$ cat src/design/ulpb_pkg.sv
package ulpb_pkg;

	// ~~~~~~~~~~~~~~~~~~~~~~~~~~~~~~
	// widths
	// ~~~~~~~~~~~~~~~~~~~~~~~~~~~~~~

	localparam int ADDR_WIDTH = 8;
	localparam int DATA_WIDTH = 32;
	localparam int MSG_WIDTH = ADDR_WIDTH + DATA_WIDTH;	// bits shifted per message.
	localparam int COUNT_WIDTH = 16;

	typedef logic [ADDR_WIDTH-1:0] addr_t;
	typedef logic [DATA_WIDTH-1:0] data_t;
	typedef logic [COUNT_WIDTH-1:0] count_t;

	// ~~~~~~~~~~~~~~~~~~~~~~~~~~~~~~
	// messages and status
	// ~~~~~~~~~~~~~~~~~~~~~~~~~~~~~~

	// address goes out first, so it sits in the upper bits.
	typedef struct packed {
		addr_t addr;
		data_t data;
	} msg_t;

	typedef struct packed {
		logic bus_idle;	// phase machine sits in the idle phase.
		logic driving;	// ring output comes from the node itself.
	} node_status_t;

	// every node steps through these in lockstep.
	typedef enum logic [2:0] {
		bus_idle,
		arbi_resolved,
		drive1,
		latch1,
		drive2,
		latch2,
		bus_reset
	} phase_t;

	typedef enum logic [1:0] {
		idle,
		tx,
		rx,
		fwd
	} node_mode_t;

endpackage

$ cat src/design/ulpb_ring_ctrl.sv
`timescale 1ns/10ps

module ulpb_ring_ctrl #(
	parameter int NUM_NODES = 4
) (
	input  logic CLK,
	input  logic RESET,
	input  logic tail,
	input  ulpb_pkg::node_status_t [NUM_NODES-1:0] status,
	output logic head,
	output ulpb_pkg::count_t msg_count
);

	logic any_drv;
	ulpb_pkg::node_status_t first_q;	// node 0 status, one cycle late.
	logic msg_done;

	always_comb
	begin
		any_drv = 1'b0;
		for (int i = 0; i < NUM_NODES; i++)
			any_drv = any_drv | status[i].driving;
	end

	// ~~~~~~~~~~~~~~~~~~~~~~~~~~~~~~
	// ring closure
	// ~~~~~~~~~~~~~~~~~~~~~~~~~~~~~~

	// with nobody driving the tail would only loop back on itself.
	assign head = (status[0].bus_idle || !any_drv) ? 1'b1 : tail;

	// ~~~~~~~~~~~~~~~~~~~~~~~~~~~~~~
	// message counter
	// ~~~~~~~~~~~~~~~~~~~~~~~~~~~~~~

	// bus reset is the only non-idle phase where node 0 always drives, so an
	// aborted arbitration back to idle is not counted.
	assign msg_done = status[0].bus_idle & ~first_q.bus_idle & first_q.driving;

	always_ff @(posedge CLK or negedge RESET)
	begin
		if (!RESET)
		begin
			first_q <= '{bus_idle: 1'b1, driving: 1'b0};
			msg_count <= '0;
		end
		else
		begin
			first_q <= status[0];
			if (msg_done)
				msg_count <= msg_count + 1'b1;
		end
	end

endmodule

$ cat config.mk
export PLATFORM = sky130hd
export DESIGN_NAME = ulpb_ring_ctrl
export DESIGN_NICKNAME = d
export VERILOG_FILES = /design/src/design/ulpb_pkg.sv /design/src/design/ulpb_ring_ctrl.sv
export SDC_FILE = /design/constraint.sdc
export NUM_CORES = 1
export LEC_CHECK = 0
export ABC_AREA = 1
export BUFFER_PORTS_ARGS = -buffer_cell sky130_fd_sc_hd__buf_2
export CAP_MARGIN = 30
export CORE_ASPECT_RATIO = 1.1
export CORE_MARGIN = 2
export CORE_UTILIZATION = 45
export DETAILED_ROUTE_END_ITERATION = 10
export HOLD_SLACK_MARGIN = 0.1
export PLACE_DENSITY = 0.74
export SETUP_SLACK_MARGIN = 0.2
export SYNTH_ARGS = -nofsm -noshare
export SYNTH_HDL_FRONTEND = slang
export SYNTH_SLANG_ARGS = --single-unit
$ cat constraint.sdc
create_clock -name CLK -period 1.39 [get_ports CLK]
set_clock_uncertainty 0.2 [all_clocks]
set_input_delay 0.139 -clock CLK [delete_from_list [all_inputs] [get_ports CLK]]
set_output_delay 0.139 -clock CLK [all_outputs]
set_load 0.01 [all_outputs]
**After elaboration in Yosys (flattened, before gate mapping)**

Index checks and enable logic that the tools add are counted.

- Register bits: 18
- Logic and storage cells: 13
- Output and inout bits: 17
- Bits of input ports: 11

- Muxes and demuxes: 1
- Add/subtract/negate cells: 1
- Bitwise gates (word level): 6
- Reduce and logical (&&, ||, !) cells: 2

Operator list:

| kind | count |
|---|---|
| $add A16 B1 Y16 const B | 1 |
| $or A1 B1 Y1 | 3 |
| $and A1 B1 Y1 | 2 |
| $logic_not A1 Y1 | 1 |
| $logic_or A1 B1 Y1 | 1 |
| $mux W1 | 1 |
| $not A1 Y1 | 1 |

**Longest topological paths before layout**

Gate-level depths: netlist of the first run.

- Depth in word-level cells: 6
- Gate-level depth with buffers: 8
- Depth with buffers taken out: 8

**Worst setup path after synthesis of the first run**

Ideal clock, no wire load.

- Path type: register to register
- From: register msg_count[0]
- To: register msg_count[10]
- Stages on the path, launching flop included: 9
- Buffers on the path: 0
- Clock period less this slack: 1.483 ns
- Arrival time: 1.170 ns
- Setup time: 0.113 ns
- Data required time: 1.077 ns
- Slack: -0.093 ns
- Cells stage by stage: dfrtp_1 -> ha_1 -> nand3_1 -> nor2_2 -> nand2_2 -> nor2_2 -> nand2_1 -> nand2_1 -> inv_1

- Longest elaborated chain between the ends: 1

RTL lines:

| item | line | source |
|---|---|---|
| start: declaration | ulpb_ring_ctrl.sv:11 | `output ulpb_pkg::count_t msg_count` |
| start signal: assignment | ulpb_ring_ctrl.sv:51 | `msg_count <= msg_count + 1'b1;` |
| $add A16 B1 Y16 | ulpb_ring_ctrl.sv:51 |  |

No other way between the ends.
A chain may end at the register's enable or synchronous reset.

**Worst setup path after layout of the first run**

- From: register msg_count[1]
- To: register msg_count[8]

Same word-level chain as after synthesis.

==> reports/qor.json, run 1 <==
{
  "crit_path_max_fanout": {"value": 3},
  "fin_ws": {"value": -0.0891, "unit": "ns"},
  "crit-reg2reg-launch": {"value": "msg_count[1]$_DFFE_PN0P_"},
  "worst-r2r-setup-slack": {"value": -0.09, "unit": "ns"},
  "worstReg2RegEnd": {"value": "msg_count[8]$_DFFE_PN0P_"},
  "cts.reportedPaths.clkPinSlew": {"value": 0.10, "unit": "ns"},
  "place.detailed.hpwl": {"value": 1440, "unit": "um"},
  "antenna_found_initial": {"value": 0},
  "synth-seq-area-share": {"value": 47.4, "unit": "%"},
  "endpoint": {"value": "msg_count[8]$_DFFE_PN0P_"},
  "timing.final.crit_period": {"value": 1.48, "unit": "ns"},
  "postSynthRegisterBits": {"value": 18},
  "max_freq": {"value": 676, "unit": "MHz"},
  "track_usage": {"value": 20.7, "unit": "%"},
  "synthFlopType": {"value": "sky130_fd_sc_hd__dfrtp_1"},
  "first_global_vias": {"value": 864},
  "global_route_congestion_overflow_total": {"value": 0},
  "min_period_over_period": {"value": 106, "unit": "%"},
  "ctsRootBufferMaster": {"value": "sky130_fd_sc_hd__clkbuf_4"},
  "final_hold_vio_count": {"value": 1},
  "cts_hold_repair.buffers": {"value": 2},
  "drt_drc_violations_left": {"value": 0},
  "synth_nets": {"value": 121},
  "post_synth_inst_count": {"value": 109},
  "failed_checks": {"value": "hold timing, setup timing"},
  "holdWs": {"value": -0.209, "unit": "ns"},
  "worst_pin_slew": {"value": 0.405, "unit": "ns"},
  "crit_path_start_kind": {"value": "flop"},
  "mean_routed_wirelength_per_cell": {"value": 12.4, "unit": "um"},
  "tritoncts": {"value": "done"},
  "pin_count_of_the_biggest_net_entering_global_routing": {"value": 19},
  "power.net_switching": {"value": 0.498, "unit": "mW"},
  "ios": {"value": 28},
  "asyncSetResetFlopFracSynth": {"value": 100, "unit": "%"},
  "clock_sinks": {"value": 18},
  "clock_insertion_delay_worst_skew": {"value": 0.29, "unit": "ns"},
  "antenna_cells_inserted": {"value": 0},
  "num-nets-final": {"value": 180},
  "viasPerCell": {"value": 4.79},
  "io_buffers": {"value": 24},
  "cap_violations": {"value": 0},
  "detail-route-antenna-nets": {"value": 0},
  "synth-edff-count": {"value": 0},
  "comb_power_share": {"value": 36.8, "unit": "%"},
  "yosysWarningCount": {"value": 0},
  "setup_tns": {"value": -0.451, "unit": "ns"},
  "max_slew_margin": {"value": 73.0, "unit": "%"},
  "setup.worst_path.start": {"value": "msg_count[1]$_DFFE_PN0P_"},
  "swShare": {"value": 31.0, "unit": "%"},
  "grt_first_pass_wirelength": {"value": 3630, "unit": "um"},
  "hold_path_class": {"value": "input port to flop"},
  "layoutNonFillerInstCount": {"value": 195},
  "clk_path_buf_depth": {"value": 2},
  "max-vdd-ir-drop": {"value": 767, "unit": "uV"},
  "utilization": {"value": 77.1, "unit": "%"},
  "drive_gt1_share": {"value": 54.5, "unit": "%"},
  "chipHeight": {"value": 52.2, "unit": "um"},
  "die_w": {"value": 47.9, "unit": "um"},
  "timing.critical_path.to_type": {"value": "flop"},
  "worstPathArrival": {"value": 1.46, "unit": "ns"},
  "synth_cell_type_count": {"value": 20},
  "drt_wl_total": {"value": 2430, "unit": "um"},
  "placementRows": {"value": 17},
  "synthDominantCellAreaShare": {"value": 44.7, "unit": "%"},
  "post_synth_main_area_contributors": {"value": "sky130_fd_sc_hd__dfrtp_1, sky130_fd_sc_hd__nand2_1, sky130_fd_sc_hd__inv_1"},
  "power.static_leakage": {"value": 0.813, "unit": "nW"},
  "core_area": {"value": 2000, "unit": "um2"},
  "syn_area": {"value": 952, "unit": "um2"},
  "p_seq_share": {"value": 43.2, "unit": "%"},
  "detailedRoute.firstPassIterationCount": {"value": 4},
  "power.clock.fraction": {"value": 20.0, "unit": "%"},
  "dr_total_vias": {"value": 934},
  "status": {"value": "complete, but fails checks"},
  "synthDominantAreaCellType": {"value": "sky130_fd_sc_hd__dfrtp_1"},
  "pwr_density_cell": {"value": 1040, "unit": "nW/um2"},
  "area_delta_synth_final": {"value": 61.9, "unit": "%"},
  "avgSynthCellArea": {"value": 8.74, "unit": "um2"},
  "p_int": {"value": 1.11, "unit": "mW"},
  "rsz0062_at_grt": {"value": "true"},
  "critical_path_required": {"value": 1.37, "unit": "ns"},
  "die_area": {"value": 2500, "unit": "um2"},
  "dp_slack": {"value": -0.0353, "unit": "ns"},
  "last_weighted_congestion_value_of_the_routability_driven_placer": {"value": 0.770},
  "floorplan.initialDensity": {"value": 47.6, "unit": "%"},
  "clock_tree.htree_level_count": {"value": 1},
  "total_clock_buffers_created_by_cts": {"value": 3},
  "worstRegToRegCells": {"value": 7},
  "path_class": {"value": "flop to flop"},
  "total_setup_violations_reported_at_the_end_of_the_flow": {"value": 9},
  "slew_viol_final": {"value": 0},
  "starting_drc_count_in_detailed_routing": {"value": 17},
  "dpl.cell_count": {"value": 169}
}
[flip-flops by register name, summed over array words and instances (netlist names)]
signal	flops
first_q	2
msg_count	16
[cell usage after synthesis (3+ instances only)]
cell,n
sky130_fd_sc_hd__dfrtp_1,17
sky130_fd_sc_hd__xnor2_1,5
sky130_fd_sc_hd__nor2_2,4
sky130_fd_sc_hd__inv_1,15
sky130_fd_sc_hd__nand3_1,4
sky130_fd_sc_hd__nor2_4,3
sky130_fd_sc_hd__nand2_2,6
sky130_fd_sc_hd__nand2_1,30
sky130_fd_sc_hd__nand4_1,4
sky130_fd_sc_hd__nor2_1,6
sky130_fd_sc_hd__xor2_1,4
[worst max-delay path: stages, from the launching register on]
cell and delay [ns]:
sky130_fd_sc_hd__dfrtp_1 0.43, sky130_fd_sc_hd__ha_4 0.18, sky130_fd_sc_hd__inv_2 0.04, sky130_fd_sc_hd__nor2_2 0.10
sky130_fd_sc_hd__nand2_2 0.09, sky130_fd_sc_hd__nor2_4 0.15, sky130_fd_sc_hd__nand2_2 0.07, sky130_fd_sc_hd__xnor2_1 0.13
[cell usage in the layout, fill, tap and decap left out]
cell and count:
sky130_fd_sc_hd__nand3_2 2, sky130_fd_sc_hd__dlygate4sd3_1 2, sky130_fd_sc_hd__nand4_1 4, sky130_fd_sc_hd__ha_4 1
sky130_fd_sc_hd__xor2_1 4, sky130_fd_sc_hd__clkbuf_8 1, sky130_fd_sc_hd__nand3_4 2, sky130_fd_sc_hd__nand2_2 9
sky130_fd_sc_hd__dfrtp_1 14, sky130_fd_sc_hd__inv_1 11, sky130_fd_sc_hd__nand2_4 1, sky130_fd_sc_hd__o21bai_1 1
sky130_fd_sc_hd__inv_2 5, sky130_fd_sc_hd__buf_2 17, sky130_fd_sc_hd__nor2_1 4, sky130_fd_sc_hd__o41ai_1 1
sky130_fd_sc_hd__nor3_1 1, sky130_fd_sc_hd__nand3b_1 2, sky130_fd_sc_hd__dfrtp_2 3, sky130_fd_sc_hd__buf_6 19
sky130_fd_sc_hd__clkbuf_4 3, sky130_fd_sc_hd__buf_4 16, sky130_fd_sc_hd__nor2_4 5, sky130_fd_sc_hd__nand3_1 2
sky130_fd_sc_hd__xnor2_2 1, sky130_fd_sc_hd__xnor2_1 4, sky130_fd_sc_hd__nor2_2 4, sky130_fd_sc_hd__dfstp_2 1
sky130_fd_sc_hd__nand2_1 26, sky130_fd_sc_hd__nor3_4 1
[stage by stage]
stage               power [mW]  instance area [um2]  hold WS, ns
floorplan                0.821                  965       -0.357
global route              1.69                 1540       -0.229
global placement         0.982                 1180       -0.114
CTS                       1.52                 1380       -0.224
finish                    1.61                 1540       -0.209
detailed placement        1.00                 1180       -0.104
[layout make-up]
cell class | instances | area, um2
Multi-Input combinational cell | 75 | 515
Fill cell | 153 | 458
Sequential cell | 18 | 455
Timing Repair Buffer | 54 | 439
Inverter | 16 | 60.1
Clock buffer | 4 | 36.3
Tap cell | 28 | 35.0
[per-layer routing]
metal	track usage [%]	share of wire, %
met5	0	0
met4	9.46	1.4
met3	4.14	4.0
met2	33.6	53
met1	25.8	41
[kinds of logic after synthesis]
family | after synthesis | share of synthesized area [%]
simple gates | 63 | 35.0
xor+xnor | 9 | 8.28
flops | 18 | 47.4
compound gates | 2 | 1.71
buf+inv | 16 | 6.31
fa+ha+maj | 1 | 1.31
[power by group through the flow]
stage / logic, mW / registers (mW) / clock network (mW)
final: 0.591 / 0.694 / 0.321
after global routing: 0.635 / 0.700 / 0.355
after floorplan: 0.117 / 0.704 / 0
after detailed placement: 0.333 / 0.668 / 0
after global placement: 0.320 / 0.663 / 0
after CTS: 0.502 / 0.682 / 0.336
[what timing repair did]
item	4_1_cts	5_1_grt
endpoints found under the setup margin	30	32
pin swaps	12	11
resized for setup	15	23
gates cloned	0	0
setup buffers	10	10
endpoints found under the hold margin	23	3
[worst min-delay path by stage]
| stage | start | end | slack [ns] | cells past startpoint |
|---|---|---|---|---|
| final | status[1] | first_q[1]$_DFF_PN1_ | -0.21 | 1 |
| after global routing | status[1] | first_q[1]$_DFF_PN1_ | -0.23 | 1 |
| after CTS | status[1] | first_q[1]$_DFF_PN1_ | -0.22 | 1 |
| after detailed placement | RESET | msg_count[3]$_DFFE_PN0P_ | -0.10 | 1 |
| after global placement | RESET | msg_count[3]$_DFFE_PN0P_ | -0.11 | 1 |
| after floorplan | RESET | first_q[0]$_DFF_PN0_ | -0.36 | 0 |
Power figures use the tool's default switching activity.
==> run 2, diff against run 1 <==
--- a/config.mk
+++ b/config.mk
@@ -5,15 +5,14 @@
 export SDC_FILE = /design/constraint.sdc
 export NUM_CORES = 1
 export LEC_CHECK = 0
-export ABC_AREA = 1
 export BUFFER_PORTS_ARGS = -buffer_cell sky130_fd_sc_hd__buf_2
 export CAP_MARGIN = 30
 export CORE_ASPECT_RATIO = 1.1
 export CORE_MARGIN = 2
-export CORE_UTILIZATION = 45
+export CORE_UTILIZATION = 42
 export DETAILED_ROUTE_END_ITERATION = 10
 export HOLD_SLACK_MARGIN = 0.1
-export PLACE_DENSITY = 0.74
+export PLACE_DENSITY = 0.72
 export SETUP_SLACK_MARGIN = 0.2
 export SYNTH_ARGS = -nofsm -noshare
 export SYNTH_HDL_FRONTEND = slang
==> run 2 against run 1 <==
The flow finishes with violations (setup timing). Non-clock buffer count rose by 3. Synthesized cell count is 41% lower. Count of clock-buffer cells in the layout stayed put. Die area is 11% lower. First-iteration DRC count fell by 88%. Critical endpoint is now msg_count[9]$_DFFE_PN0P_. Largest cell class is now non-clock buffers.
==> reports/qor.json, run 2 <==
{
  "status": {"value": "complete, but fails checks"},
  "failed_checks": {"value": "setup timing"},
  "setup.worst_path.start": {"value": "first_q[1]$_DFF_PN1_"},
  "drt_drc_violations_left": {"value": 0, "change": "unchanged"},
  "die_w": {"value": 45.1, "unit": "um", "change": "-5.7%"},
  "max-vdd-ir-drop": {"value": 986, "unit": "uV", "change": "+28%"},
  "synth_cell_type_count": {"value": 17, "change": "-15%"},
  "core_area": {"value": 1760, "unit": "um2", "change": "-12%"},
  "final_hold_vio_count": {"value": 0, "change": "-1"},
  "yosysWarningCount": {"value": 0, "change": "unchanged"},
  "ctsRootBufferMaster": {"value": "sky130_fd_sc_hd__clkbuf_4"},
  "critical_path_required": {"value": 1.41, "unit": "ns", "change": "+0.04 ns"},
  "clk_path_buf_depth": {"value": 2, "change": "unchanged"},
  "syn_area": {"value": 782, "unit": "um2", "change": "-18%"},
  "worst_pin_slew": {"value": 0.405, "unit": "ns", "change": "-0.000240 ns"},
  "synthDominantCellAreaShare": {"value": 54.4, "unit": "%", "change": "+9.7 points"},
  "holdWs": {"value": 0.0946, "unit": "ns", "change": "+0.303 ns"},
  "synthDominantAreaCellType": {"value": "sky130_fd_sc_hd__dfrtp_1"},
  "endpoint": {"value": "msg_count[9]$_DFFE_PN0P_"},
  "path_class": {"value": "flop to flop"},
  "floorplan.initialDensity": {"value": 44.4, "unit": "%", "change": "-3.2 points"},
  "synth-seq-area-share": {"value": 57.8, "unit": "%", "change": "+10 points"},
  "first_global_vias": {"value": 732, "change": "-15%"},
  "pin_count_of_the_biggest_net_entering_global_routing": {"value": 19, "change": "unchanged"},
  "pwr_density_cell": {"value": 1130, "unit": "nW/um2", "change": "+8.5%"},
  "place.detailed.hpwl": {"value": 1060, "unit": "um", "change": "-27%"},
  "max_freq": {"value": 666, "unit": "MHz", "change": "-1.5%"},
  "track_usage": {"value": 18.1, "unit": "%", "change": "-2.6 points"},
  "synth.top_cells.by_count": {"value": "sky130_fd_sc_hd__dfrtp_1, sky130_fd_sc_hd__xnor2_1, sky130_fd_sc_hd__nand3_1"},
  "ios": {"value": 28, "change": "unchanged"},
  "antenna_cells_inserted": {"value": 0, "change": "unchanged"},
  "timing.critical_path.to_type": {"value": "flop"},
  "post_synth_main_area_contributors": {"value": "sky130_fd_sc_hd__dfrtp_1, sky130_fd_sc_hd__xnor2_1, sky130_fd_sc_hd__nand3_1"},
  "max_slew_margin": {"value": 73.0, "unit": "%", "change": "about the same"},
  "slew_viol_final": {"value": 0, "change": "unchanged"},
  "postSynthRegisterBits": {"value": 18, "change": "unchanged"},
  "hold_path_class": {"value": "input port to asynchronous set/reset pin"},
  "total_setup_violations_reported_at_the_end_of_the_flow": {"value": 13, "change": "+4"},
  "worstReg2RegEnd": {"value": "msg_count[9]$_DFFE_PN0P_"},
  "most_frequent_cells_in_the_layout": {"value": "sky130_fd_sc_hd__buf_6, sky130_fd_sc_hd__dfrtp_1, sky130_fd_sc_hd__buf_4, sky130_fd_sc_hd__buf_2, sky130_fd_sc_hd__xnor2_1"},
  "area_delta_synth_final": {"value": 78.6, "unit": "%"},
  "synthFlopType": {"value": "sky130_fd_sc_hd__dfrtp_1"},
  "utilization": {"value": 79.3, "unit": "%", "change": "+2.2 points"},
  "mean_routed_wirelength_per_cell": {"value": 12.4, "unit": "um", "change": "about the same"},
  "dr_total_vias": {"value": 692, "change": "-26%"},
  "avgSynthCellArea": {"value": 12.2, "unit": "um2", "change": "+40%"},
  "synth_nets": {"value": 76, "change": "-37%"},
  "crit_path_max_fanout": {"value": 3, "change": "unchanged"},
  "chipHeight": {"value": 49.3, "unit": "um", "change": "-5.7%"},
  "dp_slack": {"value": -0.156, "unit": "ns", "change": "-0.121 ns"},
  "drive_gt1_share": {"value": 63.9, "unit": "%", "change": "+9.4 points"},
  "worstRegToRegCells": {"value": 5, "change": "-2"},
  "worstPathArrival": {"value": 1.53, "unit": "ns", "change": "+0.07 ns"},
  "cap_violations": {"value": 0, "change": "unchanged"},
  "detail-route-antenna-nets": {"value": 0, "change": "unchanged"},
  "fin_ws": {"value": -0.112, "unit": "ns", "change": "-0.0224 ns"},
  "num-nets-final": {"value": 135, "change": "-25%"},
  "crit-reg2reg-launch": {"value": "first_q[1]$_DFF_PN1_"},
  "synth-edff-count": {"value": 0, "change": "unchanged"},
  "detailedRoute.firstPassIterationCount": {"value": 2, "change": "-2"},
  "grt_first_pass_wirelength": {"value": 2960, "unit": "um", "change": "-18%"},
  "die_area": {"value": 2220, "unit": "um2", "change": "-11%"},
  "rsz0062_at_grt": {"value": "true"},
  "layout_top_registers": {"value": "msg_count: 16 flops, first_q: 2 flops"},
  "clock_sinks": {"value": 18, "change": "unchanged"},
  "post-synth-top-count-cell": {"value": "sky130_fd_sc_hd__dfrtp_1"},
  "clock_insertion_delay_worst_skew": {"value": 0.29, "unit": "ns", "change": "about the same"},
  "tritoncts": {"value": "done"},
  "power.static_leakage": {"value": 0.734, "unit": "nW", "change": "-9.8%"},
  "last_weighted_congestion_value_of_the_routability_driven_placer": {"value": 0.728, "change": "-5.5%"},
  "global_route_congestion_overflow_total": {"value": 0, "change": "unchanged"},
  "post_synth_inst_count": {"value": 64, "change": "-41%"},
  "crit_path_start_kind": {"value": "flop"},
  "placementRows": {"value": 16, "change": "-1"},
  "setup_tns": {"value": -0.965, "unit": "ns", "change": "-0.514 ns"},
  "timing.final.crit_period": {"value": 1.50, "unit": "ns", "change": "+0.0224 ns"},
  "clock_tree.htree_level_count": {"value": 1, "change": "unchanged"},
  "worst-r2r-setup-slack": {"value": -0.11, "unit": "ns", "change": "-0.02 ns"},
  "drt_wl_total": {"value": 1740, "unit": "um", "change": "-28%"},
  "mostFrequentLayoutCell": {"value": "sky130_fd_sc_hd__buf_6"},
  "asyncSetResetFlopFracSynth": {"value": 100, "unit": "%", "change": "unchanged"},
  "starting_drc_count_in_detailed_routing": {"value": 2, "change": "-15"},
  "cts.reportedPaths.clkPinSlew": {"value": 0.10, "unit": "ns", "change": "about the same"},
  "largest_reg_flops": {"value": 16, "change": "unchanged"},
  "largest-register": {"value": "msg_count"},
  "antenna_found_initial": {"value": 0, "change": "unchanged"},
  "io_buffers": {"value": 24, "change": "unchanged"},
  "viasPerCell": {"value": 4.94, "change": "+3.2%"},
  "min_period_over_period": {"value": 108, "unit": "%", "change": "+1.6 points"},
  "total_clock_buffers_created_by_cts": {"value": 3, "change": "unchanged"}
}
[run 2: cell families after synthesis]
group,share of synthesized area (%)
simple gates,17.9
flops,57.8
xor+xnor,16.8
buf+inv,3.36
compound gates,1.12
mux,1.44
fa+ha+maj,1.60
[run 2: timing repair]
item,in CTS,in global routing
setup buffers,10,5
setup endpoints to repair,31,32
hold endpoints to repair,20,0
pin swaps,8,12
gates resized for setup,27,11
hold buffers,3,0
[run 2: worst max-delay path, stage by stage (launching register included)]
cell and delay [ns]:
sky130_fd_sc_hd__dfstp_2 0.52, sky130_fd_sc_hd__and3b_2 0.22, sky130_fd_sc_hd__and3_4 0.18, sky130_fd_sc_hd__buf_6 0.12
sky130_fd_sc_hd__nand4_1 0.08, sky130_fd_sc_hd__xnor2_1 0.12
[run 2: power breakdown]
group	internal [mW]	switching (mW)	total [mW]
Combinational	0.386	0.217	0.602
Clock	0.160	0.153	0.313
Sequential	0.594	0.0676	0.662
Total	1.14	0.438	1.58
[run 2: routing by layer]
layer  global-route usage, %  share of wire, %  up-vias  routed length, um
met3                    3.33               5.1        3                 89
met2                    32.9                56       23                982
met4                    7.35               1.7        0                 29
li1                        -                 -      333                  -
met5                       0                 0        -                  0
met1                    19.6                37      333                641
[run 2: worst min-delay path by stage]
stage                                          end
final                     msg_count[9]$_DFFE_PN0P_
after detailed placement  msg_count[7]$_DFFE_PN0P_
after global placement    msg_count[7]$_DFFE_PN0P_
after CTS                 msg_count[7]$_DFFE_PN0P_
after floorplan               first_q[0]$_DFF_PN0_
after global routing      msg_count[9]$_DFFE_PN0P_
[run 2: cell type report]
class,count,area (um2)
multi-input combinational,42,383
timing repair buffer,57,499
fill,114,365
tap,18,22.5
inverter,1,3.75
clock buffer,4,36.3
sequential,18,452
[run 2: per-stage QoR]
step                      cells  cell area (um2)  power (mW)
after floorplan              64              818       0.800
after global placement      118             1040        1.00
after detailed placement    118             1040        1.01
after CTS                   135             1310        1.55
after global routing        140             1400        1.68
final                       140             1400        1.58
