<file path="src/design/ulpb_pkg.sv">
package ulpb_pkg;

	// ~~~~~~~~~~~~~~~~~~~~~~~~~~~~~~
	// widths
	// ~~~~~~~~~~~~~~~~~~~~~~~~~~~~~~

	localparam int ADDR_WIDTH = 8;
	localparam int DATA_WIDTH = 32;
	localparam int MSG_WIDTH = ADDR_WIDTH + DATA_WIDTH;	// bits shifted per message.
	localparam int COUNT_WIDTH = 16;

	typedef logic [ADDR_WIDTH-1:0] addr_t;
	typedef logic [DATA_WIDTH-1:0] data_t;
	typedef logic [COUNT_WIDTH-1:0] count_t;

	// ~~~~~~~~~~~~~~~~~~~~~~~~~~~~~~
	// messages and status
	// ~~~~~~~~~~~~~~~~~~~~~~~~~~~~~~

	// address goes out first, so it sits in the upper bits.
	typedef struct packed {
		addr_t addr;
		data_t data;
	} msg_t;

	typedef struct packed {
		logic bus_idle;	// phase machine sits in the idle phase.
		logic driving;	// ring output comes from the node itself.
	} node_status_t;

	// every node steps through these in lockstep.
	typedef enum logic [2:0] {
		bus_idle,
		arbi_resolved,
		drive1,
		latch1,
		drive2,
		latch2,
		bus_reset
	} phase_t;

	typedef enum logic [1:0] {
		idle,
		tx,
		rx,
		fwd
	} node_mode_t;

endpackage

</file>
<file path="src/design/ulpb_node.sv">
`timescale 1ns/10ps

module ulpb_node #(
	parameter ulpb_pkg::addr_t NODE_ADDR = '0,
	parameter int RESET_CNT = 2
) (
	input  logic CLK,
	input  logic RESET,
	input  logic din,
	output logic dout,
	input  ulpb_pkg::msg_t msg_tx,
	input  logic req_tx,
	output logic ack_tx,
	output ulpb_pkg::msg_t msg_rx,
	output logic req_rx,
	input  logic ack_rx,
	output logic ack_received,
	output ulpb_pkg::node_status_t status
);

	localparam int MSG_W = ulpb_pkg::MSG_WIDTH;
	localparam int SLOT_W = $clog2(MSG_W + 2);
	localparam int RST_W = (RESET_CNT > 1) ? $clog2(RESET_CNT) : 1;

	// slot numbers within a message: payload bits, then the end slot, then the ack slot.
	localparam logic [SLOT_W-1:0] ADDR_SLOTS = SLOT_W'(ulpb_pkg::ADDR_WIDTH);
	localparam logic [SLOT_W-1:0] LAST_BIT = SLOT_W'(MSG_W - 1);
	localparam logic [SLOT_W-1:0] END_SLOT = SLOT_W'(MSG_W);

	ulpb_pkg::phase_t phase;
	ulpb_pkg::node_mode_t mode;
	logic [SLOT_W-1:0] slot;
	logic [RST_W-1:0] rst_cnt;
	logic eom;			// end symbol has passed, the ack slot is running.
	logic out_reg;
	logic [1:0] smp;		// [1] from drive1, [0] from drive2.
	ulpb_pkg::msg_t tx_msg;
	ulpb_pkg::msg_t rx_shift;

	logic tx_want;
	logic win;
	logic own_drv;
	logic sym;
	logic tx_next;
	logic rx_bit;
	logic rx_end;

	// ~~~~~~~~~~~~~~~~~~~~~~~~~~~~~~
	// decode
	// ~~~~~~~~~~~~~~~~~~~~~~~~~~~~~~

	// a request already acknowledged waits for req_tx to drop.
	assign tx_want = req_tx & ~ack_tx;

	// a high input while pulling low means nobody upstream asked.
	assign win = (phase == ulpb_pkg::bus_idle) & tx_want & din;

	// the transmitter drives up to the end symbol, the receiver only its ack.
	assign own_drv = (mode == ulpb_pkg::tx) ? ~eom : ((mode == ulpb_pkg::rx) & eom);

	assign sym = smp[1] ^ smp[0];	// level change inside a slot.

	assign tx_next = (phase == ulpb_pkg::latch2) & (mode == ulpb_pkg::tx) & (slot < LAST_BIT);
	assign rx_bit = (phase == ulpb_pkg::latch2) & (mode == ulpb_pkg::rx) & ~eom & ~sym;
	assign rx_end = (phase == ulpb_pkg::latch2) & (mode == ulpb_pkg::rx) & ~eom & sym;

	always_comb
	begin
		case (phase)
			ulpb_pkg::bus_idle:
				dout = ~tx_want & din;	// arbitration pull-down.
			ulpb_pkg::bus_reset:
				dout = 1'b1;
			default:
				dout = own_drv ? out_reg : din;
		endcase
	end

	always_comb
	begin
		status.bus_idle = (phase == ulpb_pkg::bus_idle);
		case (phase)
			ulpb_pkg::bus_idle:
				status.driving = tx_want;
			ulpb_pkg::bus_reset:
				status.driving = 1'b1;
			default:
				status.driving = own_drv;
		endcase
	end

	// ~~~~~~~~~~~~~~~~~~~~~~~~~~~~~~
	// phase machine
	// ~~~~~~~~~~~~~~~~~~~~~~~~~~~~~~

	always_ff @(posedge CLK or negedge RESET)
	begin
		if (!RESET)
		begin
			phase <= ulpb_pkg::bus_idle;
			mode <= ulpb_pkg::idle;
			slot <= '0;
			rst_cnt <= '0;
			eom <= 1'b0;
			out_reg <= 1'b1;
			ack_tx <= 1'b0;
			req_rx <= 1'b0;
			ack_received <= 1'b0;
		end
		else
		begin
			if (ack_tx && !req_tx)
				ack_tx <= 1'b0;
			if (req_rx && ack_rx)
				req_rx <= 1'b0;

			case (phase)
				ulpb_pkg::bus_idle:
				begin
					slot <= '0;
					eom <= 1'b0;
					ack_received <= 1'b0;
					if (win)
					begin
						mode <= ulpb_pkg::tx;
						ack_tx <= 1'b1;
						out_reg <= 1'b0;	// holds the ring low for one cycle.
					end
					else
						mode <= ulpb_pkg::rx;
					phase <= ulpb_pkg::arbi_resolved;
				end

				ulpb_pkg::arbi_resolved:
				begin
					// with a winner the whole ring reads low here.
					if (din)
					begin
						mode <= ulpb_pkg::idle;
						phase <= ulpb_pkg::bus_idle;
					end
					else
					begin
						out_reg <= tx_msg[MSG_W-1];	// first address bit.
						phase <= ulpb_pkg::drive1;
					end
				end

				ulpb_pkg::drive1:
				begin
					// after ADDR_WIDTH shifts the address sits in the low bits.
					if (mode == ulpb_pkg::rx && slot == ADDR_SLOTS &&
						rx_shift[ulpb_pkg::ADDR_WIDTH-1:0] != NODE_ADDR)
						mode <= ulpb_pkg::fwd;
					phase <= ulpb_pkg::latch1;
				end

				ulpb_pkg::latch1:
				begin
					// flip mid slot to send a control symbol.
					if (own_drv && (eom || slot == END_SLOT))
						out_reg <= ~out_reg;
					phase <= ulpb_pkg::drive2;
				end

				ulpb_pkg::drive2:
					phase <= ulpb_pkg::latch2;

				ulpb_pkg::latch2:
				begin
					slot <= slot + 1'b1;
					phase <= ulpb_pkg::drive1;
					if (eom)
					begin
						if (mode == ulpb_pkg::tx)
							ack_received <= sym;
						rst_cnt <= RST_W'(RESET_CNT - 1);
						phase <= ulpb_pkg::bus_reset;
					end
					else if (mode == ulpb_pkg::tx)
					begin
						if (slot == END_SLOT)
							eom <= 1'b1;
						else if (tx_next)
							out_reg <= tx_msg[MSG_W-2];	// next bit, before the shift.
					end
					else if (sym)
					begin
						eom <= 1'b1;
						if (mode == ulpb_pkg::rx)
						begin
							req_rx <= 1'b1;
							out_reg <= 1'b1;	// ack starts high, flips in latch1.
						end
					end
				end

				ulpb_pkg::bus_reset:
				begin
					if (rst_cnt == '0)
					begin
						mode <= ulpb_pkg::idle;
						phase <= ulpb_pkg::bus_idle;
					end
					else
						rst_cnt <= rst_cnt - 1'b1;
				end

				default:
					phase <= ulpb_pkg::bus_idle;
			endcase
		end
	end

	// ~~~~~~~~~~~~~~~~~~~~~~~~~~~~~~
	// data path
	// ~~~~~~~~~~~~~~~~~~~~~~~~~~~~~~

	always_ff @(posedge CLK)
	begin
		if (win)
			tx_msg <= msg_tx;
		else if (tx_next)
			tx_msg <= {tx_msg[MSG_W-2:0], 1'b0};	// msb first.

		if (phase == ulpb_pkg::drive1 || phase == ulpb_pkg::drive2)
			smp <= {smp[0], din};

		if (rx_bit)
			rx_shift <= {rx_shift[MSG_W-2:0], smp[0]};

		// only the addressed node gets here, so msg_rx keeps the last message for it.
		if (rx_end)
			msg_rx <= rx_shift;
	end

endmodule

</file>
<file path="config.mk">
export PLATFORM = sky130hd
export DESIGN_NAME = ulpb_node
export DESIGN_NICKNAME = d
export VERILOG_FILES = /design/src/design/ulpb_pkg.sv /design/src/design/ulpb_node.sv
export SDC_FILE = /design/constraint.sdc
export NUM_CORES = 1
export LEC_CHECK = 0
export BUFFER_PORTS_ARGS = -buffer_cell sky130_fd_sc_hd__buf_2
export CORE_MARGIN = 2
export CORE_UTILIZATION = 55
export DETAILED_ROUTE_END_ITERATION = 16
export GPL_TIMING_DRIVEN = 1
export PLACE_DENSITY_LB_ADDON = 0.3
export SYNTH_ARGS = -nofsm -noshare
export SYNTH_HDL_FRONTEND = slang
export SYNTH_SLANG_ARGS = --single-unit
</file>
<file path="constraint.sdc">
create_clock -name CLK -period 6.83 [get_ports CLK]
set_input_delay 0 -clock CLK [delete_from_list [all_inputs] [get_ports CLK]]
set_output_delay 0 -clock CLK [all_outputs]
set_load 0.05 [all_outputs]
</file>
### After elaboration in Yosys (flattened, before gate mapping)

Index checks and enable logic that the tools add are counted.

| operators by class | value |
|---|---|
| add/subtract/negate cells | 2 |
| order comparisons | 1 |
| equal/unequal tests | 23 |
| multiplexer cells | 46 |
| bitwise gates (word level) | 17 |
| reductions and logical operators | 19 |

Operators by type and width:

| cell | number |
|---|---|
| 40-bit two-way mux | 2 |
| 1-bit two-way mux | 28 |
| 3-bit one-hot mux with 7 select lines | 1 |
| 2-bit inequality test, second input constant | 7 |
| 6-bit one-hot mux with 2 select lines | 1 |
| 1-bit AND | 11 |
| 2-bit two-way mux | 5 |
| 1-bit one-hot mux with 2 select lines | 5 |
| 3-bit equality test, second input constant | 3 |
| 9-bit AND reduction | 1 |
| 2-bit one-hot mux with 4 select lines | 1 |
| 4-bit nonzero test | 2 |
| 8-bit nonzero test | 1 |
| 6-bit by 1-bit adder with 6-bit output, second input constant | 1 |
| 3-bit by 2-bit equality test with 1-bit output, second input constant | 2 |
| 6-bit by 4-bit equality test with 1-bit output, second input constant | 1 |
| 6-bit equality test, second input constant | 1 |
| 6-bit less-than comparator, second input constant | 1 |
| 3-bit two-way mux | 2 |
| 3-bit inequality test, second input constant | 2 |
| 2-bit nonzero test | 3 |
| 1-bit logical AND | 5 |
| 1-bit inverter | 5 |
| 2-bit by 1-bit inequality test with 1-bit output, second input constant | 2 |
| 14 further kinds | 15 |

| word-level totals | value |
|---|---|
| flip-flop bits (word level) | 139 |
| input port bits | 45 |

### Longest topological paths before layout

Gate-level depths: netlist (run 1).

| depth | value |
|---|---|
| depth in word-level cells | 8 |
| depth in mapped cells | 7 |

### Worst setup path after synthesis (run 1)

No wires, ideal clock.

| path | value |
|---|---|
| kind | register to register |
| start | register phase[0] |
| end | register msg_rx[0] (netlist name), enable pin |
| setup time | 0.540 ns |
| data arrival time | 4.795 ns |
| required time | 6.290 ns |
| slack | 1.495 ns |
| cell stages (with the launch flop) | 4 |
| path buffers | 1 |
| period minus slack after synthesis | 5.335 ns |
| path through | dfrtp_1 -> clkbuf_1 -> nand2_1 -> nor4_1 |

| between the ends | value |
|---|---|
| longest elaborated chain between the ends | 4 |

Ends and longest elaborated chain:

| what | RTL line | RTL |
|---|---|---|
| from (decl) | ulpb_node.sv:30 | `ulpb_pkg::phase_t phase;` |
| from (signal assigned) | ulpb_node.sv:100 | `phase <= ulpb_pkg::bus_idle;` |
| from (signal assigned) | ulpb_node.sv:131 | `phase <= ulpb_pkg::arbi_resolved;` |
| from (signal assigned) | ulpb_node.sv:140 | `phase <= ulpb_pkg::bus_idle;` |
| 3-bit equality test | ulpb_node.sv:65 | `assign rx_end = (phase == ulpb_pkg::latch2) & (mode == ulpb_pkg::rx) & ~eom & sym;` |
| 1-bit AND (3 in series) | ulpb_node.sv:65 |  |
| net rx_end | ulpb_node.sv:46 | `logic rx_end;` |
| to (signal assigned) | ulpb_node.sv:234 | `msg_rx <= rx_shift;` |
| to (decl) | ulpb_node.sv:14 | `output ulpb_pkg::msg_t msg_rx,` |

The timed path passes the listed nets, and every way through them passes these cells.
A chain may end at the register's enable or synchronous reset.

### Worst setup path after layout (run 1)

| path | value |
|---|---|
| start | register phase[0] |
| end | register tx_msg[1] (netlist name), enable pin |

| between the ends | value |
|---|---|
| longest elaborated chain between the ends | 4 |
| elaborated cells between the ends (all ways) | 7 |

Ends and longest elaborated chain:

| what | RTL line | RTL |
|---|---|---|
| 3-bit equality test or 3-bit zero test (tied branches) | ulpb_node.sv:63, ulpb_node.sv:56 |  |
| 1-bit AND (on tied branches) (2 in series) | ulpb_node.sv:63, ulpb_node.sv:56 |  |
| 2-bit nonzero test (no line) * | n/a |  |
| to (signal assigned) | ulpb_node.sv:222 | `tx_msg <= msg_tx;` |
| to (signal assigned) | ulpb_node.sv:224 | `tx_msg <= {tx_msg[MSG_W-2:0], 1'b0};` |
| to (decl) | ulpb_node.sv:37 | `ulpb_pkg::msg_t tx_msg;` |

Every way passes the cells marked *; elsewhere a longest branch is shown, timed or not.

==> flow_metrics.env, run 1 <==
export IMPL_worstPathMaxFanout=45
export IMPL_cp_num_buf_inv=1
export IMPL_ir_worst_vdd_mv=0.295
export IMPL_hp_start="req_tx"
export IMPL_drc=0
export IMPL_min_path_cells=4
export IMPL_worstPathRequired_ps=6970
export IMPL_r2r_start="phase[0]"
export IMPL_hold_slack_ps=277
export IMPL_final_period_utilization_pct=43.3
export IMPL_synth_most_common_cell="edfxtp_1"
export IMPL_power_frac_comb_pct=19.4
export IMPL_path_cells="nor3b_1, nand3_2, o31ai_4, buf_4"
export IMPL_synthMuxAreaShare_pct=8.72
export IMPL_fin_skew_ps=8.67
export IMPL_yosysTopAreaCell="edfxtp_1"
export IMPL_die_area_um2=10400
export IMPL_top_layer_used="met4"
export IMPL_synthSimpleGateAreaFrac_pct=6.49
export IMPL_rsz0062_at_grt="no"
export IMPL_power_density_nw_per_um2=362
export IMPL_core_area_um2=9280
export IMPL_endpoint_kind="register"
export IMPL_synth_area_um2=5280
export IMPL_finalPower_w=0.00251
export IMPL_grt_first_pass_wirelength_um=15400
export IMPL_slew_headroom_pct=25.9
export IMPL_post_place_ws_ps=3910
export IMPL_yosysTopAreaCellShare_pct=69.4
export IMPL_critical_path_top_delay_family="simple AND/OR/NAND/NOR gates"
export IMPL_ys_types=46
export IMPL_layout_nets=503
export IMPL_synth_top_family_by_area="multiplexers"
export IMPL_switchingPower_w=0.000752
export IMPL_synth_compound_area_share_pct=5.00
export IMPL_grt_use_total_pct=20.0
export IMPL_min_to="ack_tx"
export IMPL_synth_area_leaders="edfxtp_1, mux2_1, dfrtp_1, nand2_1, nor2b_1"
export IMPL_cts_buffers_inserted=17
export IMPL_r2r_end="tx_msg[1]"
export IMPL_grt_max_degree=46
export IMPL_p_leak_nw=2.63
export IMPL_start_util_pct=56.9
export IMPL_crit_type="reg2reg"
export IMPL_hold_path_class="in2reg"
export IMPL_max_cap_violations=0
export IMPL_ys_ff_latch=139
export IMPL_dieHeight_um=102
export IMPL_rows=35
export IMPL_ys_warn_count=0
export IMPL_seq_power_share_pct=45.2
export IMPL_start_kind="register"
export IMPL_cpPeakStageDelay_ps=900
export IMPL_antenna_found_initial=0
export IMPL_synth_seq_area_share_pct=77.5
export IMPL_cts_root_buffer="clkbuf_8"
export IMPL_tightest_slew_ps=1110
export IMPL_viasPerCell=5.15
export IMPL_ys_top_cells_by_count="edfxtp_1, mux2_1, dfrtp_1, nand2_1, nor2_1"
export IMPL_globalRouteOverflowTotal=0
export IMPL_synthXorXnorAreaFrac_pct=0.332
export IMPL_final_layout_size_suffix_gt1_share_pct=28.6
export IMPL_slowest_stage="nand3_2"
export IMPL_path_depth=4
export IMPL_num_vias=3078
export IMPL_cts_resized=0
export IMPL_ioPinCount=91
export IMPL_final_hold_viol_count=0
export IMPL_synthArstFlopShare_pct=12.2
export IMPL_synthFlopType="edfxtp_1"
export IMPL_setup_ws_ps=3870
export IMPL_wl_met2_um=4720
export IMPL_clkPwrFrac_pct=35.4
export IMPL_synthCells=308
export IMPL_placed_cell_area_um2=5890
export IMPL_clkTransAtPathRegs_ps=60
export IMPL_routed_wl_um=9600
export IMPL_drt_first_iter_violations=235
export IMPL_fin_setup_tns_ps=0
export IMPL_clk_latency_ps=500
export IMPL_wl_met1_um=4150
export IMPL_antenna_cells=0
export IMPL_die_w_um=102
export IMPL_sw_frac_of_total_pct=30.0
export IMPL_reg2reg_depth=4
export IMPL_cts_tree="built"
export IMPL_fmaxAchievable_mhz=338
export IMPL_gp_congestion=0.870
export IMPL_reg_largest_list="msg_rx: 40 flops, rx_shift: 40 flops, tx_msg: 40 flops"
export IMPL_synthAdderAreaFrac_pct=0.474
export IMPL_drt_first_pass_iters=4
export IMPL_finalSetupViolCount=0
export IMPL_postLayoutCellArea_um2=6930
export IMPL_avgSynthCellArea_um2=17.1
export IMPL_dp_hpwl_um=5430
export IMPL_cts_max_path_buffers=2
export IMPL_grt_pass1_vias=3101
export IMPL_ff2ff_setup_slack_ps=3870
export IMPL_cts_setup_buffers=0
export IMPL_port_buffers=90
export IMPL_arrival_ps=3100
export IMPL_status="completed"
export IMPL_ant_nets=0
export IMPL_report_final_slew_viol_count=0
export IMPL_syn_to_final_growth_pct=31.3
export IMPL_period_minus_slack_ps=2960
export IMPL_syn_nets=355
export IMPL_wl_met3_um=597
export IMPL_cts_max_level=4
export IMPL_clock_sinks=139
export IMPL_p_int_w=0.00175
export IMPL_wl_per_cell_um=16.1
export IMPL_synth_edf_count=122
-- cell usage in the layout, fill, tap and decap left out, types with 3 or more instances in the layout --
cell type        n
nand2b_1         4
inv_6            4
clkbuf_16       16
clkinv_1         3
nand3_1          5
inv_1            8
dlygate4sd3_1   46
dfrtp_1         16
o21ai_1          7
nand2_1         16
mux2_1          36
a2bb2oi_1        3
clkinv_4         3
nor2_1          12
mux2_2           4
buf_2           90
nor2b_1          9
o21ai_0          8
edfxtp_1       122
a21oi_1         10
-- worst reg2reg max path, stage by stage, from the launching register on --
cell and delay, ps:
dfrtp_1 540, nor3b_1 390, nand3_2 900, o31ai_4 280, buf_4 480
-- stage by stage --
step           util, %  std cells
6_report          74.7        598
5_1_grt           74.7        598
2_1_floorplan        -        308
3_3_place_gp      63.5        520
3_5_place_dp      63.5        520
4_1_cts           74.7        598
-- cell families after synthesis --
group / after synthesis
multiplexers: 41
adder cells (fa/ha/maj): 2
AND/OR/NAND/NOR: 63
buffers and inverters: 19
XOR/XNOR: 2
flip-flops: 139
AO/OA/AOI/OAI: 42
-- area by class of cell --
cell class                 count  area (µm²)
clock buffer                  17         414
multi-input combinational    150        1140
timing repair buffer         138         926
inverter                      10        38.8
sequential                   139        4090
clock inverter                15         165
tap                          129         161
fill                         572        2350
-- routing by layer --
metal  global-route usage [%]  vias up
li1                         -     1484
met1                     26.1     1467
met2                     31.6      119
met3                     6.22        8
met4                     8.21        0
met5                        0        -
-- worst max-delay path by stage --
stage | startpoint | end | slack (ps)
3_3_place_gp | phase[0] | tx_msg[10] | 3960
3_5_place_dp | phase[0] | tx_msg[12] | 3910
5_1_grt | phase[0] | tx_msg[1] | 3610
2_1_floorplan | phase[0] | msg_rx[0] | 1490
4_1_cts | phase[0] | tx_msg[34] | 3870
6_report | phase[0] | tx_msg[1] | 3870
-- timing repair --
action / in CTS / in global routing
hold buffers: 46 / 0
endpoints found under the hold margin: 61 / 0
endpoints found under the setup margin: 0 / 0
-- power by group through the flow --
stage	Sequential (W)	Clock [W]	Combinational (W)
finish	0.00113	0.000886	0.000486
global route	0.00115	0.000940	0.000533
CTS	0.00113	0.000900	0.000486
detailed placement	0.00115	0	0.000464
global placement	0.00114	0	0.000459
floorplan	0.00116	0	0.000331
Power figures use the tool's default switching activity.
==> run 2, diff against run 1 <==
--- a/config.mk
+++ b/config.mk
@@ -5,9 +5,10 @@
 export SDC_FILE = /design/constraint.sdc
 export NUM_CORES = 1
 export LEC_CHECK = 0
+export ABC_AREA = 1
 export BUFFER_PORTS_ARGS = -buffer_cell sky130_fd_sc_hd__buf_2
 export CORE_MARGIN = 2
-export CORE_UTILIZATION = 55
+export CORE_UTILIZATION = 50
 export DETAILED_ROUTE_END_ITERATION = 16
 export GPL_TIMING_DRIVEN = 1
 export PLACE_DENSITY_LB_ADDON = 0.3
==> constraint.sdc (replaced) <==
create_clock -name CLK -period 2.5 [get_ports CLK]
set_input_delay 0 -clock CLK [delete_from_list [all_inputs] [get_ports CLK]]
set_output_delay 0 -clock CLK [all_outputs]
set_load 0.05 [all_outputs]
==> run 2 against run 1 <==
Effect of this change:
- final area rose by 3.8%
- maximum frequency rose by 40%
- hold slack got worse by 66 ps
- critical path depth rose by 1
- largest cell class unchanged
- largest power group unchanged
- critical endpoint is now rx_shift[14]
- wire length rose by 3.6%
- cell count rose by 8.0%
- global-route usage fell by 1.9 points
- synthesized cell count rose by 10%
- clock-buffer cell count rose by 1
==> flow_metrics.env, run 2 <==
export IMPL_status="completed"
export IMPL_antenna_found_initial=0
export IMPL_grt_use_total_pct=18.1
export IMPL_final_cell_mix="edfxtp_1, buf_2, nand2_1, dlygate4sd3_1, mux2_4"
export IMPL_worstPathRequired_ps=2710
export IMPL_gp_congestion=0.902
export IMPL_arrival_ps=2320
export IMPL_cp_startpoint="phase[2]"
export IMPL_grt_pass1_vias=3191
export IMPL_cts_tree="built"
export IMPL_synth_area_leaders="edfxtp_1, mux2_4, dfrtp_1, nand2_1, inv_1"
export IMPL_syn_to_final_growth_pct=30.8
export IMPL_grt_util_met1_pct=24.4
export IMPL_ys_types=29
export IMPL_post_place_cells=569
export IMPL_r2r_end="rx_shift[14]"
export IMPL_regArea_um2=4090
export IMPL_finalSetupViolCount=0
export IMPL_slew_headroom_pct=46.9
export IMPL_multi_input_area_um2=1260
export IMPL_antenna_cells=0
export IMPL_layout_nets=541
export IMPL_use_met2_pct=26.5
export IMPL_synthArstFlopShare_pct=12.2
export IMPL_die_w_um=109
export IMPL_dp_hpwl_um=5900
export IMPL_viasPerCell=5.02
export IMPL_synthFlopType="edfxtp_1"
export IMPL_cts_resized=0
export IMPL_top_usage_layer="met2"
export IMPL_grt_first_pass_wirelength_um=15800
export IMPL_wl_per_cell_um=15.4
export IMPL_worstPathMaxFanout=40
export IMPL_crit_type="reg2reg"
export IMPL_ys_warn_count=0
export IMPL_synth_seq_area_share_pct=74.3
export IMPL_final_period_utilization_pct=84.4
export IMPL_fin_skew_ps=8.02
export IMPL_ant_nets=0
export IMPL_ioPinCount=91
export IMPL_ff2ff_setup_slack_ps=390
export IMPL_tightest_slew_ps=793
export IMPL_ys_ff_latch=139
export IMPL_synthCells=339
export IMPL_finalNonFillerCells=646
export IMPL_yosysTopAreaCell="edfxtp_1"
export IMPL_fillers=733
export IMPL_p_leak_nw=2.95
export IMPL_rows=38
export IMPL_core_area_um2=10800
export IMPL_routed_wl_um=9940
export IMPL_syn_nets=386
export IMPL_cts_max_level=4
export IMPL_fin_setup_tns_ps=0
export IMPL_max_cap_violations=0
export IMPL_ys_top_cells_by_count="edfxtp_1, nand2_1, mux2_4, inv_1, nor2_1"
export IMPL_fmaxAchievable_mhz=474
export IMPL_cpPeakStageDelay_ps=580
export IMPL_report_final_slew_viol_count=0
export IMPL_path_cells="nand3_2, inv_1, nand3_1, a21oi_4, buf_12"
export IMPL_ir_worst_vdd_mv=0.447
export IMPL_use_met3_pct=6.69
export IMPL_reg_largest_list="msg_rx: 40 flops, rx_shift: 40 flops, tx_msg: 40 flops"
export IMPL_drc=0
export IMPL_final_hold_viol_count=0
export IMPL_clock_sinks=139
export IMPL_final_common_cell="edfxtp_1"
export IMPL_cts_buffers_inserted=17
export IMPL_slowest_stage="dfrtp_1"
export IMPL_drt_first_pass_iters=4
export IMPL_globalRouteOverflowTotal=0
export IMPL_port_buffers=90
export IMPL_drt_first_iter_violations=193
export IMPL_r2r_start="phase[2]"
export IMPL_reg2reg_depth=5
export IMPL_cts_max_path_buffers=2
export IMPL_start_kind="register"
export IMPL_critPathCapture="rx_shift[14]"
export IMPL_endpoint_kind="register"
export IMPL_synth_area_um2=5500
export IMPL_die_area_um2=11900
export IMPL_rsz0062_at_grt="no"
export IMPL_clkTransAtPathRegs_ps=60
export IMPL_num_vias=3244
export IMPL_clk_latency_ps=520
export IMPL_dieHeight_um=109
export IMPL_hold_path_class="in2reg"
export IMPL_synth_most_common_cell="edfxtp_1"
export IMPL_period_minus_slack_ps=2110
export IMPL_synth_edf_count=122
export IMPL_start_util_pct=51.0
export IMPL_avgSynthCellArea_um2=16.2
export IMPL_grt_max_degree=41
export IMPL_final_layout_size_suffix_gt1_share_pct=34.8
export IMPL_yosysTopAreaCellShare_pct=66.6
export IMPL_power_density_nw_per_um2=956
export IMPL_cts_root_buffer="clkbuf_8"
==> run 2: cell count changes after synthesis, sizes merged, moves of 4 or more <==
cell | before | now
nor2 | 12 | 30
nor2b | 9 | 0
o21ai | 15 | 11
inv | 9 | 28
nand2 | 16 | 48
nand3 | 6 | 18
nand2b | 4 | 0
==> run 2: through the flow <==
stage / power (W) / hold WS [ps] / area (µm²) / setup WS (ps) / utilization (%)
finish: 0.00688 / 211 / 7200 / 389 / 66.7
detailed placement: 0.00439 / -39.7 / 6150 / 410 / 57.0
global route: 0.00719 / 217 / 7200 / 270 / 66.7
floorplan: 0.00410 / -296 / 5530 / 213 / -
CTS: 0.00694 / 185 / 7200 / 412 / 66.7
global placement: 0.00435 / -45.2 / 6150 / 523 / 57.0
==> run 2: power breakdown <==
part           switching (W)  internal, W
clock network       0.000950      0.00152
logic               0.000910     0.000533
registers           0.000148      0.00282
total                0.00201      0.00488
==> run 2: worst min path at each step <==
stage                       from           end  slack (ps)  cells past startpoint
after floorplan            RESET  ack_received        -300                      0
final                     ack_rx        req_rx         210                      3
after global placement     RESET  ack_received         -50                      1
after CTS                 ack_rx        req_rx         190                      3
after detailed placement   RESET        req_rx         -40                      1
after global routing      ack_rx        req_rx         220                      3
==> run 2: critical path, delay by kind of cell, from the launching register on <==
family	cells	cell delay, ps
flops	1	580
compound gates	1	210
simple gates	2	510
buf+inv	2	480
==> run 2: cell families after synthesis <==
family	after synthesis	share of synthesized area (%)
muxes	39	10.4
buffers and inverters	33	3.41
adders and majority gates	2	0.455
and+or+nand+nor	100	8.67
DFF	139	74.3
xor gates and xnor gates	1	0.159
AOI/OAI and AO/OA	25	2.59
==> run 2: layout make-up <==
type	count	area share [%]
Clock inverter	13	2.31
Timing Repair Buffer	141	13.7
Tap cell	140	2.43
Clock buffer	18	5.81
Multi-Input combinational cell	167	17.5
Sequential cell	139	56.8
Inverter	28	1.46
==> run 2: repair_timing <==
action | in CTS | in global routing
hold buffers | 46 | 0
hold endpoints to repair | 63 | 0
buffers inserted | 0 | 0
==> run 2: layer usage <==
metal	wire, µm	vias to the layer above
li1	-	1538
met1	4570	1568
met2	4560	122
met3	637	16
met4	171	0
met5	0	-
==> run 3, diff against run 2 <==
--- a/config.mk
+++ b/config.mk
@@ -8,7 +8,7 @@
 export ABC_AREA = 1
 export BUFFER_PORTS_ARGS = -buffer_cell sky130_fd_sc_hd__buf_2
 export CORE_MARGIN = 2
-export CORE_UTILIZATION = 50
+export CORE_UTILIZATION = 56
 export DETAILED_ROUTE_END_ITERATION = 16
 export GPL_TIMING_DRIVEN = 1
 export PLACE_DENSITY_LB_ADDON = 0.3
==> constraint.sdc (replaced) <==
create_clock -name CLK -period 2.1 [get_ports CLK]
set_input_delay 0 -clock CLK [delete_from_list [all_inputs] [get_ports CLK]]
set_output_delay 0 -clock CLK [all_outputs]
set_load 0.05 [all_outputs]
==> run 3 against run 2 <==
Effect of this change:
- wire length down 0.93%
- cell count down 0.31%
- largest power group unchanged
- largest cell class unchanged
- final area up 0.28%
- non-clock buffer count up 4
- register-to-register slack worse by 260 ps
- sequential share of layout area down 0.12 points
- maximum frequency up 7.1%
- highest routed layer unchanged
- critical endpoint is now tx_msg[0]
- first-iteration DRC count down 8.8%
- hold slack better by 15 ps
- clock skew about the same
- utilization up 8.2 points
==> flow_metrics.env, run 3 (same netlist as run 2, synthesis figures left out) <==
export IMPL_grt_first_pass_wirelength_um=15500
export IMPL_switchingPower_w=0.00253
export IMPL_drc=0
export IMPL_final_cell_mix="edfxtp_1, buf_2, dlygate4sd3_1"
export IMPL_die_area_um2=10600
export IMPL_cp_num_buf_inv=1
export IMPL_hold_path_class="in2reg"
export IMPL_power_density_nw_per_um2=1120
export IMPL_cts_max_level=4
export IMPL_min_path_cells=3
export IMPL_path_cells="ha_2, nand2_2, a21oi_2, o31ai_4, buf_4"
export IMPL_clkTransAtPathRegs_ps=70
export IMPL_seq_power_share_pct=43.6
export IMPL_tightest_slew_ps=760
export IMPL_syn_to_final_growth_pct=31.2
export IMPL_final_common_cell="edfxtp_1"
export IMPL_drt_first_iter_violations=176
export IMPL_wl_per_cell_um=15.3
export IMPL_p_leak_nw=2.95
export IMPL_finalSetupViolCount=0
export IMPL_gp_congestion=0.861
export IMPL_slew_headroom_pct=49.2
export IMPL_cpPeakStageDelay_ps=620
export IMPL_grt_max_degree=42
export IMPL_port_buffers=90
export IMPL_ir_worst_vdd_mv=0.601
export IMPL_arrival_ps=2180
export IMPL_path_depth=5
export IMPL_setup_ws_ps=129
export IMPL_fillers=623
export IMPL_viasPerCell=4.95
export IMPL_antenna_found_initial=0
export IMPL_grt_use_total_pct=19.9
export IMPL_routed_wl_um=9850
export IMPL_cts_max_path_buffers=2
export IMPL_core_area_um2=9640
export IMPL_rsz0062_at_grt="no"
export IMPL_fmaxAchievable_mhz=507
export IMPL_critical_path_top_delay_family="compound AO/OA/AOI/OAI gates"
export IMPL_dp_hpwl_um=5920
export IMPL_worstPathRequired_ps=2310
export IMPL_start_kind="register"
export IMPL_clk_latency_ps=510
export IMPL_grt_pass1_vias=3229
export IMPL_report_final_slew_viol_count=0
export IMPL_cts_setup_buffers=0
export IMPL_final_period_utilization_pct=93.9
export IMPL_antenna_cells=0
export IMPL_p_int_w=0.00554
export IMPL_sw_frac_of_total_pct=31.3
export IMPL_layout_nets=545
export IMPL_fin_setup_tns_ps=0
export IMPL_reg_largest_list="msg_rx: 40 flops, rx_shift: 40 flops, tx_msg: 40 flops"
export IMPL_cts_tree="built"
export IMPL_period_minus_slack_ps=1970
export IMPL_finalPower_w=0.00807
export IMPL_status="completed"
export IMPL_clkPwrFrac_pct=33.6
export IMPL_power_frac_comb_pct=22.8
export IMPL_final_hold_viol_count=0
export IMPL_drt_first_pass_iters=4
export IMPL_reg2reg_depth=5
export IMPL_die_w_um=103
export IMPL_final_layout_size_suffix_gt1_share_pct=37.6
export IMPL_ioPinCount=91
export IMPL_max_cap_violations=0
export IMPL_worstPathMaxFanout=13
export IMPL_fin_skew_ps=7.59
export IMPL_start_util_pct=57.1
export IMPL_slowest_stage="o31ai_4"
export IMPL_dieHeight_um=103
export IMPL_endpoint_kind="register"
export IMPL_cts_root_buffer="clkbuf_8"
export IMPL_clock_sinks=139
export IMPL_num_vias=3187
export IMPL_globalRouteOverflowTotal=0
export IMPL_ant_nets=0
export IMPL_post_place_ws_ps=57.3
export IMPL_rows=36
export IMPL_cts_buffers_inserted=17
export IMPL_crit_type="reg2reg"
[run 3: changes by cell type in the layout (fill, tap and decap cells not counted), moves of 2 or more]
cell / delta
buf_4: +4
inv_6: +4
bufinv_16: -3
clkinv_4: -2
clkinvlp_4: +2
dfrtp_1: -2
dfrtp_2: +2
inv_1: -2
inv_2: +2
inv_8: +2
[run 3: power groups by stage]
stage / clock (W) / sequential [W] / combinational [W]
2_1_floorplan: 0 / 0.00368 / 0.00122
3_3_place_gp: 0 / 0.00355 / 0.00170
4_1_cts: 0.00276 / 0.00351 / 0.00182
3_5_place_dp: 0 / 0.00356 / 0.00174
6_report: 0.00271 / 0.00352 / 0.00184
5_1_grt: 0.00288 / 0.00355 / 0.00201
[run 3: through the flow]
step / hold slack [ps] / utilization (%) / cells / instance area [µm²]
2_1_floorplan: -296 / - / 339 / 5560
3_3_place_gp: -54.5 / 64.4 / 566 / 6210
3_5_place_dp: -49.6 / 64.4 / 566 / 6210
4_1_cts: 196 / 74.8 / 644 / 7210
5_1_grt: 235 / 74.9 / 644 / 7220
6_report: 226 / 74.9 / 644 / 7220
[run 3: worst register-to-register path, cell delays in order, from the launching register on]
cell and delay (ps):
dfrtp_1 400, ha_2 200, nand2_2 70, a21oi_2 70
o31ai_4 620, buf_4 310
[run 3: cell type report]
cell class / instances / area, µm² / share of cell area, %
clock buffer: 17 / 414 / 5.74
inverter: 28 / 105 / 1.46
timing repair buffer: 145 / 1030 / 14.3
sequential: 139 / 4090 / 56.7
clock inverter: 15 / 128 / 1.77
tap: 133 / 166 / 2.31
multi-input combinational: 167 / 1280 / 17.7
[run 3: worst paths after layout]
kind	start	endpoint	slack, ps
max reg2reg	slot[1]	tx_msg[0]	130
min	ack_rx	req_rx	230
min in group asynchronous	RESET	out_reg	510
max	slot[1]	tx_msg[0]	130
max in group asynchronous	RESET	phase[0]	370
min reg2reg	rx_shift[39]	msg_rx[39]	440
[run 3: routing by layer]
metal	wire length, µm	part of all wire (%)	global-route usage, %	vias up
met5	0	0	0	-
met4	148	1.5	8.20	0
met3	501	5.1	5.69	15
met2	4880	50	32.4	109
met1	4320	44	25.4	1515
li1	-	-	-	1548
[run 3: what timing repair did]
item / in CTS / in global routing
endpoints found under the setup margin: 0 / 4
gates resized for setup: 0 / 6
hold endpoints to repair: 62 / 0
hold buffers: 46 / 0
